File: src/hw/ray_core_pkg.sv
// Ray core shared types
`default_nettype none

package ray_core_pkg;

    // ------------------------------------------------------------------------
    // widths
    // ------------------------------------------------------------------------
    localparam int COORD_W   = 12;
    localparam int FIXED_W   = 16;
    localparam int FRAC_BITS = 8;
    localparam int COLOR_W   = 8;

    typedef logic [COORD_W-1:0] coord_t;

    // unsigned 8.8 fixed point
    typedef logic [FIXED_W-1:0] fixed_t;

    typedef logic [COLOR_W-1:0] color_t;

    // ------------------------------------------------------------------------
    // pixel items
    // ------------------------------------------------------------------------
    // raw item from the ray generator side, 72 bits
    typedef struct packed {
        coord_t x;
        coord_t y;
        fixed_t dir_x;
        fixed_t dir_y;
        fixed_t dir_z;
    } ray_pixel_t;

    // colored item after raster, 48 bits
    typedef struct packed {
        coord_t x;
        coord_t y;
        color_t r;
        color_t g;
        color_t b;
    } color_pixel_t;

    // stage machines
    typedef enum logic [1:0] {RAS_IDLE, RAS_RASTER, RAS_DONE} raster_state_t;
    typedef enum logic {PASS_IDLE, PASS_DONE} pass_state_t;

endpackage

`default_nettype wire

File: src/hw/ray_color_convert.sv
// Raster color datapath
`timescale 1ns/100ps
`default_nettype none

module ray_color_convert (
    input  logic                       clk,
    input  logic                       resetn,
    input  logic                       start,
    input  logic                       finish,
    input  ray_core_pkg::ray_pixel_t   ray_in,
    output ray_core_pkg::color_pixel_t pixel_out
);
    import ray_core_pkg::*;

    ray_pixel_t cur_ray;

    // ray under traversal
    always_ff @(posedge clk) begin
        if (start) begin
            cur_ray <= ray_in;
        end
    end

    // drop the fraction bits of each direction component
    always_ff @(posedge clk or negedge resetn) begin
        if (!resetn) begin
            pixel_out <= '0;
        end else if (finish) begin
            pixel_out.x <= cur_ray.x;
            pixel_out.y <= cur_ray.y;
            pixel_out.r <= color_t'(cur_ray.dir_x >> FRAC_BITS);
            pixel_out.g <= color_t'(cur_ray.dir_y >> FRAC_BITS);
            pixel_out.b <= color_t'(cur_ray.dir_z >> FRAC_BITS);
        end
    end

endmodule

`default_nettype wire

File: src/hw/ray_core_top.sv
// Three-stage pixel pipeline
`timescale 1ns/100ps
`default_nettype none

module ray_core_top #(
    parameter int RASTER_CYCLES = 16
) (
    input  logic                       clk,
    input  logic                       resetn,
    input  logic                       in_valid,
    input  ray_core_pkg::ray_pixel_t   in_pixel,
    input  logic                       out_full,
    output logic                       in_full,
    output logic                       out_valid,
    output ray_core_pkg::color_pixel_t out_pixel
);
    import ray_core_pkg::*;

    logic ras_take, ras_start, ras_finish, ras_emit;
    logic shdw_take, shdw_emit, shdr_take, shdr_emit;
    logic shdw_slot_full, shdr_slot_full;
    logic shdw_cur_full, shdr_cur_full;

    ray_pixel_t   ras_ray;
    color_pixel_t ras_pixel;
    color_pixel_t shdw_in_pixel, shdw_cur_pixel;
    color_pixel_t shdr_in_pixel;

    // ------------------------------------------------------------------------
    // raster stage
    // ------------------------------------------------------------------------
    stage_slot #(.payload_t(ray_pixel_t)) u_ras_slot (
        .clk(clk), .resetn(resetn),
        .load(in_valid), .data_in(in_pixel), .take(ras_take),
        .full(in_full), .data_out(ras_ray)
    );

    ray_color_convert u_convert (
        .clk(clk), .resetn(resetn),
        .start(ras_start), .finish(ras_finish),
        .ray_in(ras_ray), .pixel_out(ras_pixel)
    );

    // ------------------------------------------------------------------------
    // shadowing and shader stages
    // ------------------------------------------------------------------------
    stage_slot #(.payload_t(color_pixel_t)) u_shdw_in_slot (
        .clk(clk), .resetn(resetn),
        .load(ras_emit), .data_in(ras_pixel), .take(shdw_take),
        .full(shdw_slot_full), .data_out(shdw_in_pixel)
    );

    stage_slot #(.payload_t(color_pixel_t)) u_shdw_cur_slot (
        .clk(clk), .resetn(resetn),
        .load(shdw_take), .data_in(shdw_in_pixel), .take(shdw_emit),
        .full(shdw_cur_full), .data_out(shdw_cur_pixel)
    );

    stage_slot #(.payload_t(color_pixel_t)) u_shdr_in_slot (
        .clk(clk), .resetn(resetn),
        .load(shdw_emit), .data_in(shdw_cur_pixel), .take(shdr_take),
        .full(shdr_slot_full), .data_out(shdr_in_pixel)
    );

    stage_slot #(.payload_t(color_pixel_t)) u_shdr_cur_slot (
        .clk(clk), .resetn(resetn),
        .load(shdr_take), .data_in(shdr_in_pixel), .take(shdr_emit),
        .full(shdr_cur_full), .data_out(out_pixel)
    );

    ray_stage_ctrl #(.RASTER_CYCLES(RASTER_CYCLES)) u_ctrl (
        .clk(clk), .resetn(resetn),
        .in_slot_full(in_full), .shdw_slot_full(shdw_slot_full),
        .shdr_slot_full(shdr_slot_full), .out_full(out_full),
        .ras_take(ras_take), .ras_start(ras_start),
        .ras_finish(ras_finish), .ras_emit(ras_emit),
        .shdw_take(shdw_take), .shdw_emit(shdw_emit),
        .shdr_take(shdr_take), .shdr_emit(shdr_emit)
    );

    assign out_valid = shdr_emit;

    // a stage only starts once its previous pixel has left
    assert property (@(posedge clk) disable iff (!resetn) shdw_take |-> !shdw_cur_full)
        else $error("shadowing pixel overwritten");
    assert property (@(posedge clk) disable iff (!resetn) shdr_take |-> !shdr_cur_full)
        else $error("shader pixel overwritten");

endmodule

`default_nettype wire

File: src/hw/ray_stage_ctrl.sv
// Pixel pipeline stage control
`timescale 1ns/100ps
`default_nettype none

module ray_stage_ctrl #(
    parameter int RASTER_CYCLES = 16
) (
    input  logic clk,
    input  logic resetn,
    input  logic in_slot_full,
    input  logic shdw_slot_full,
    input  logic shdr_slot_full,
    input  logic out_full,
    output logic ras_take,
    output logic ras_start,
    output logic ras_finish,
    output logic ras_emit,
    output logic shdw_take,
    output logic shdw_emit,
    output logic shdr_take,
    output logic shdr_emit
);
    import ray_core_pkg::*;

    localparam int CNT_W = $clog2(RASTER_CYCLES);
    localparam logic [CNT_W-1:0] CNT_LAST = CNT_W'(RASTER_CYCLES - 1);

    // ------------------------------------------------------------------------
    // raster stage
    // ------------------------------------------------------------------------
    raster_state_t    ras_state;
    logic [CNT_W-1:0] ras_count;

    assign ras_take   = (ras_state == RAS_IDLE) && in_slot_full;
    assign ras_start  = ras_take;
    assign ras_finish = (ras_state == RAS_RASTER) && (ras_count == CNT_LAST);
    assign ras_emit   = (ras_state == RAS_DONE) && !shdw_slot_full;

    // stands in for traversal, RASTER_CYCLES cycles per pixel
    always_ff @(posedge clk or negedge resetn) begin
        if (!resetn) begin
            ras_state <= RAS_IDLE;
            ras_count <= '0;
        end else begin
            case (ras_state)
                RAS_IDLE: begin
                    if (ras_start) begin
                        ras_state <= RAS_RASTER;
                    end
                end
                RAS_RASTER: begin
                    if (ras_finish) begin
                        ras_count <= '0;
                        ras_state <= RAS_DONE;
                    end else begin
                        ras_count <= ras_count + 1'b1;
                    end
                end
                RAS_DONE: begin
                    if (ras_emit) begin
                        ras_state <= RAS_IDLE;
                    end
                end
                default: begin
                    ras_state <= RAS_IDLE;
                end
            endcase
        end
    end

    // ------------------------------------------------------------------------
    // shadowing and shader stages
    // ------------------------------------------------------------------------
    // index 0 is shadowing, index 1 is shader
    logic [1:0]  pass_slot_full;
    logic [1:0]  pass_down_full;
    logic [1:0]  pass_take;
    logic [1:0]  pass_emit;
    pass_state_t pass_state [2];

    assign pass_slot_full = {shdr_slot_full, shdw_slot_full};
    assign pass_down_full = {out_full, shdr_slot_full};

    for (genvar i = 0; i < 2; i++) begin : g_pass
        assign pass_take[i] = (pass_state[i] == PASS_IDLE) && pass_slot_full[i];
        assign pass_emit[i] = (pass_state[i] == PASS_DONE) && !pass_down_full[i];

        always_ff @(posedge clk or negedge resetn) begin
            if (!resetn) begin
                pass_state[i] <= PASS_IDLE;
            end else if (pass_take[i]) begin
                pass_state[i] <= PASS_DONE;
            end else if (pass_emit[i]) begin
                pass_state[i] <= PASS_IDLE;
            end
        end
    end

    assign shdw_take = pass_take[0];
    assign shdw_emit = pass_emit[0];
    assign shdr_take = pass_take[1];
    assign shdr_emit = pass_emit[1];

    // ------------------------------------------------------------------------
    // checks
    // ------------------------------------------------------------------------
    // an emitted pixel lands in an empty slot and is held there next cycle
    property emit_lands(logic emit, logic next_full);
        @(posedge clk) disable iff (!resetn) emit |-> !next_full ##1 next_full;
    endproperty

    property single_pulse(logic emit);
        @(posedge clk) disable iff (!resetn) emit |=> !emit;
    endproperty

    assert property (emit_lands(ras_emit, shdw_slot_full))
        else $error("raster emit into a busy shadowing slot");
    assert property (emit_lands(shdw_emit, shdr_slot_full))
        else $error("shadowing emit into a busy shader slot");

    assert property (single_pulse(ras_emit)) else $error("raster emit held");
    assert property (single_pulse(shdw_emit)) else $error("shadowing emit held");
    assert property (single_pulse(shdr_emit)) else $error("shader emit held");

endmodule

`default_nettype wire

File: src/hw/stage_slot.sv
// One-entry stage buffer
`timescale 1ns/100ps
`default_nettype none

module stage_slot #(
    parameter type payload_t = logic [7:0]
) (
    input  logic     clk,
    input  logic     resetn,
    input  logic     load,
    input  payload_t data_in,
    input  logic     take,
    output logic     full,
    output payload_t data_out
);

    // accept only into an empty slot
    always_ff @(posedge clk or negedge resetn) begin
        if (!resetn) begin
            full <= 1'b0;
        end else if (take) begin
            full <= 1'b0;
        end else if (load && !full) begin
            full <= 1'b1;
        end
    end

    // payload holds until the next accepted load
    always_ff @(posedge clk) begin
        if (load && !full) begin
            data_out <= data_in;
        end
    end

    // a take must always find an item
    assert property (@(posedge clk) disable iff (!resetn) take |-> full)
        else $error("stage_slot: take while empty");

endmodule

`default_nettype wire

File: config.mk
export PLATFORM = sky130hd
export DESIGN_NAME = ray_core_top
export DESIGN_NICKNAME = d
export VERILOG_FILES = /design/src/hw/ray_core_pkg.sv /design/src/hw/ray_color_convert.sv /design/src/hw/ray_core_top.sv /design/src/hw/ray_stage_ctrl.sv /design/src/hw/stage_slot.sv
export SDC_FILE = /design/constraint.sdc
export NUM_CORES = 1
export LEC_CHECK = 0
export BUFFER_PORTS_ARGS = -buffer_cell sky130_fd_sc_hd__buf_2
export CORE_ASPECT_RATIO = 1.2
export CORE_MARGIN = 4
export CORE_UTILIZATION = 40
export DETAILED_ROUTE_END_ITERATION = 10
export PLACE_DENSITY = 0.58
export SYNTH_ARGS = -nofsm -noshare
export SYNTH_HDL_FRONTEND = slang
export SYNTH_SLANG_ARGS = --single-unit
File: constraint.sdc
create_clock -name clk -period 5.17 [get_ports clk]
set_clock_uncertainty 0.15 [all_clocks]
set_input_delay 1.034 -clock clk [delete_from_list [all_inputs] [get_ports clk]]
set_output_delay 1.034 -clock clk [all_outputs]
set_load 0.005 [all_outputs]
==> flow_summary.json <==
{
  "timing.critical_path.from_type": "input pin",
  "number_of_buffers_inserted_by_hold_repair_at_cts": 0,
  "worst-endpoint-arrival_ps": 1370,
  "maxSlewHeadroom_pct": 19.3,
  "grt_pass1_vias": 4470,
  "dp_hpwl_um": 9700,
  "final_layout_size_suffix_gt1_share_pct": 33.8,
  "yosys_warnings": 0,
  "drv_cap": 0,
  "vdd_ir_max_mv": 0.265,
  "synth_top_cells_by_area": "sky130_fd_sc_hd__edfxtp_1 (78%), sky130_fd_sc_hd__dfrtp_1 (14%), sky130_fd_sc_hd__mux2_2 (2.8%)",
  "grt_util_all_layers_pct": 9.67,
  "clock_sinks": 349,
  "setup_viol": 0,
  "setup_total_negative_slack_ps": 0,
  "endpoint_kind": "output port",
  "placement.setup.worst_slack_ps": 2470,
  "drt_iter0_markers": 163,
  "overall_power_consumption_mw": 6.45,
  "grt_remaining_overflow": 0,
  "detail_route.wirelength_um": 14400,
  "synth-main-ff-cell": "sky130_fd_sc_hd__edfxtp_1",
  "p_leak_nw": 4.69,
  "cts_tree": "built",
  "detailroute.via_count": 4095,
  "mappedNetlistArea_sq_um": 11100,
  "grt_antenna_before_repair": 0,
  "netlist.top_cell.by_area": "sky130_fd_sc_hd__edfxtp_1",
  "die-area_sq_um": 30500,
  "unrepaired_setup_endpoints_after_global_routing": "false",
  "cp_num_buf_inv": 2,
  "synth.distinct_cells": 25,
  "timing_hold_violations_final": 0,
  "timing.hold.worst.class": "flop to flop",
  "post_cts.resized_instances": 0,
  "dr.pass1.iters": 4,
  "fill_cell_count": 2276,
  "seq_total_area_yosys_pct": 91.6,
  "post-route-worst-setup-slack_ps": 2620,
  "die_w_um": 160,
  "critPathKind": "input pin to output port",
  "slew_worst_pin_ps": 1210,
  "overall_die_height_um": 191,
  "post-synth-top-area-fraction_pct": 77.8,
  "cts_setup_buffers": 0,
  "cts_root_buffer": "sky130_fd_sc_hd__clkbuf_16",
  "place.gp.congestion": 0.671,
  "floorplan.initialDensity_pct": 40.8,
  "nNetsFinal": 658,
  "top_level_ports": 126,
  "detail_route.wl_per_cell_um": 15.2,
  "final_antenna_net_count": 0,
  "maximum_fanout_encountered_on_the_critical_timing_path": 3,
  "cts-root-to-sink-buffers": 3,
  "grt_start_max_net_pins": 62,
  "cp_top_family": "buffers and inverters",
  "critPathMaxStageDelay_ps": 120,
  "final-max-slew-violation-count": 0,
  "remaining_drc_errors": 0,
  "mostFrequentLayoutCells": "sky130_fd_sc_hd__edfxtp_1 (288), sky130_fd_sc_hd__buf_2 (101), sky130_fd_sc_hd__dfrtp_1 (61)",
  "place.port_buffers": 101,
  "layout.cells.most_common": "sky130_fd_sc_hd__edfxtp_1",
  "synth.avg_cell_area_sq_um": 24.9,
  "fp.coreArea_sq_um": 27300,
  "cts.reportedPaths.clkPinSlew_ps": 60,
  "netlist_instances": 446,
  "synth-async-reset-ratio_pct": 17.5,
  "rows": 66,
  "maximum_clock_rate_mhz": 392,
  "outcome": "finished, final reports clean",
  "cellPowerDensity_nw_per_um2": 492,
  "clock_tree.htree_level_count": 1,
  "synthesis.nets": 523,
  "critical_path.most_common_cell": "sky130_fd_sc_hd__buf_2",
  "flow.area_growth_from_synthesis_pct": 17.8,
  "cp_slowest_cell": "sky130_fd_sc_hd__buf_2",
  "synth_seq_cells": 349,
  "worstPathCellList": "buf_2 > nor2b_1 > buf_2",
  "worst-endpoint-required_ps": 3990,
  "number_of_synthesized_flops_with_an_enable_pin": 288,
  "numCtsBuffers": 31,
  "antenna_cells_inserted": 0,
  "grt_pass1_wl_um": 24200,
  "vias_per_cell": 4.33,
  "clk_latency_ps": 550,
  "fin_crit_ps": 2550,
  "finalCritPeriodShare_pct": 49.3
}
==> area by class of cell <==
type / instances / area, sq um / area share (%)
flip-flops and latches: 349 / 10200 / 77.7
multi-input cells: 91 / 906 / 6.92
well taps: 340 / 425 / 3.25
inverters: 1 / 3.75 / 0.0287
repair buffers: 107 / 563 / 4.30
clock buffers: 43 / 841 / 6.42
clock inverters: 15 / 174 / 1.33
==> power breakdown <==
part           internal, mW  leakage (nW)  switching [mW]
registers              3.52          3.38           0.198
logic                 0.266         0.819           0.220
clock network          1.33         0.493           0.909
total                  5.12          4.69            1.33
==> worst paths after layout <==
path	from	to	slack, ps	cells past startpoint
setup / recovery	out_full	out_valid	2620	3
hold / removal	u_ras_slot.data_out[42]$_DFFE_PP_	u_convert.cur_ray[42]$_DFFE_PP_	260	0
setup reg to reg	u_ctrl.ras_count[0]$_DFFE_PN0P_	u_convert.pixel_out[42]$_DFFE_PN0P_	2990	5
hold reg to reg	u_ras_slot.data_out[42]$_DFFE_PP_	u_convert.cur_ray[42]$_DFFE_PP_	260	0
max in group asynchronous	resetn	u_convert.pixel_out[42]$_DFFE_PN0P_	3830	2
min in group asynchronous	resetn	u_convert.pixel_out[37]$_DFFE_PN0P_	480	2
==> per-stage QoR <==
| step | hold slack [ps] | area (sq um) | utilization, % | instances |
|---|---|---|---|---|
| floorplan | 250 | 11100 | - | 446 |
| finish | 263 | 13100 | 48.0 | 946 |
| global placement | 256 | 12100 | 44.2 | 887 |
| global route | 273 | 13100 | 48.0 | 946 |
| CTS | 265 | 13100 | 48.0 | 945 |
| detailed placement | 255 | 12100 | 44.2 | 887 |
==> state kept, by name, indices dropped and copies added (netlist names) <==
name and flops:
u_shdr_cur_slot.full 1, u_shdw_cur_slot.full 1, u_convert.cur_ray 48, u_ctrl.ras_count 4
u_shdw_in_slot.full 1, u_shdr_in_slot.full 1, u_ras_slot.data_out 48, u_ctrl.ras_state 2
u_convert.pixel_out 48, u_ras_slot.full 1, u_shdr_in_slot.data_out 48, u_ctrl.pass_state 2
u_shdw_cur_slot.data_out 48, u_shdw_in_slot.data_out 48, u_shdr_cur_slot.data_out 48
==> cells in the mapped netlist (2+ instances only) <==
library cell,n
sky130_fd_sc_hd__nor2_1,6
sky130_fd_sc_hd__mux2_2,28
sky130_fd_sc_hd__mux2_4,20
sky130_fd_sc_hd__o21ai_0,5
sky130_fd_sc_hd__nor2b_1,3
sky130_fd_sc_hd__dfrtp_1,61
sky130_fd_sc_hd__edfxtp_1,288
sky130_fd_sc_hd__buf_4,2
sky130_fd_sc_hd__nand2_1,12
sky130_fd_sc_hd__nor3b_1,2
sky130_fd_sc_hd__a21o_1,2
sky130_fd_sc_hd__buf_12,2
sky130_fd_sc_hd__nand2b_1,3
==> layer usage <==
metal | global-route usage [%] | vias to the layer above | wire (um)
met3 | 2.62 | 29 | 877
met1 | 13.5 | 1964 | 6710
met2 | 14.9 | 103 | 6430
li1 | - | 1999 | -
met5 | 0 | - | 0
met4 | 3.21 | 0 | 340
==> cells by family after synthesis <==
logic type	synth area share, %
flip-flops	91.6
multiplexers	5.54
AND/OR/NAND/NOR	1.59
AO/OA/AOI/OAI	0.473
buffers and inverters	0.631
XOR/XNOR	0.0788
adder cells (fa/ha/maj)	0.113
No activity file was read; power rests on OpenSTA's default activity.
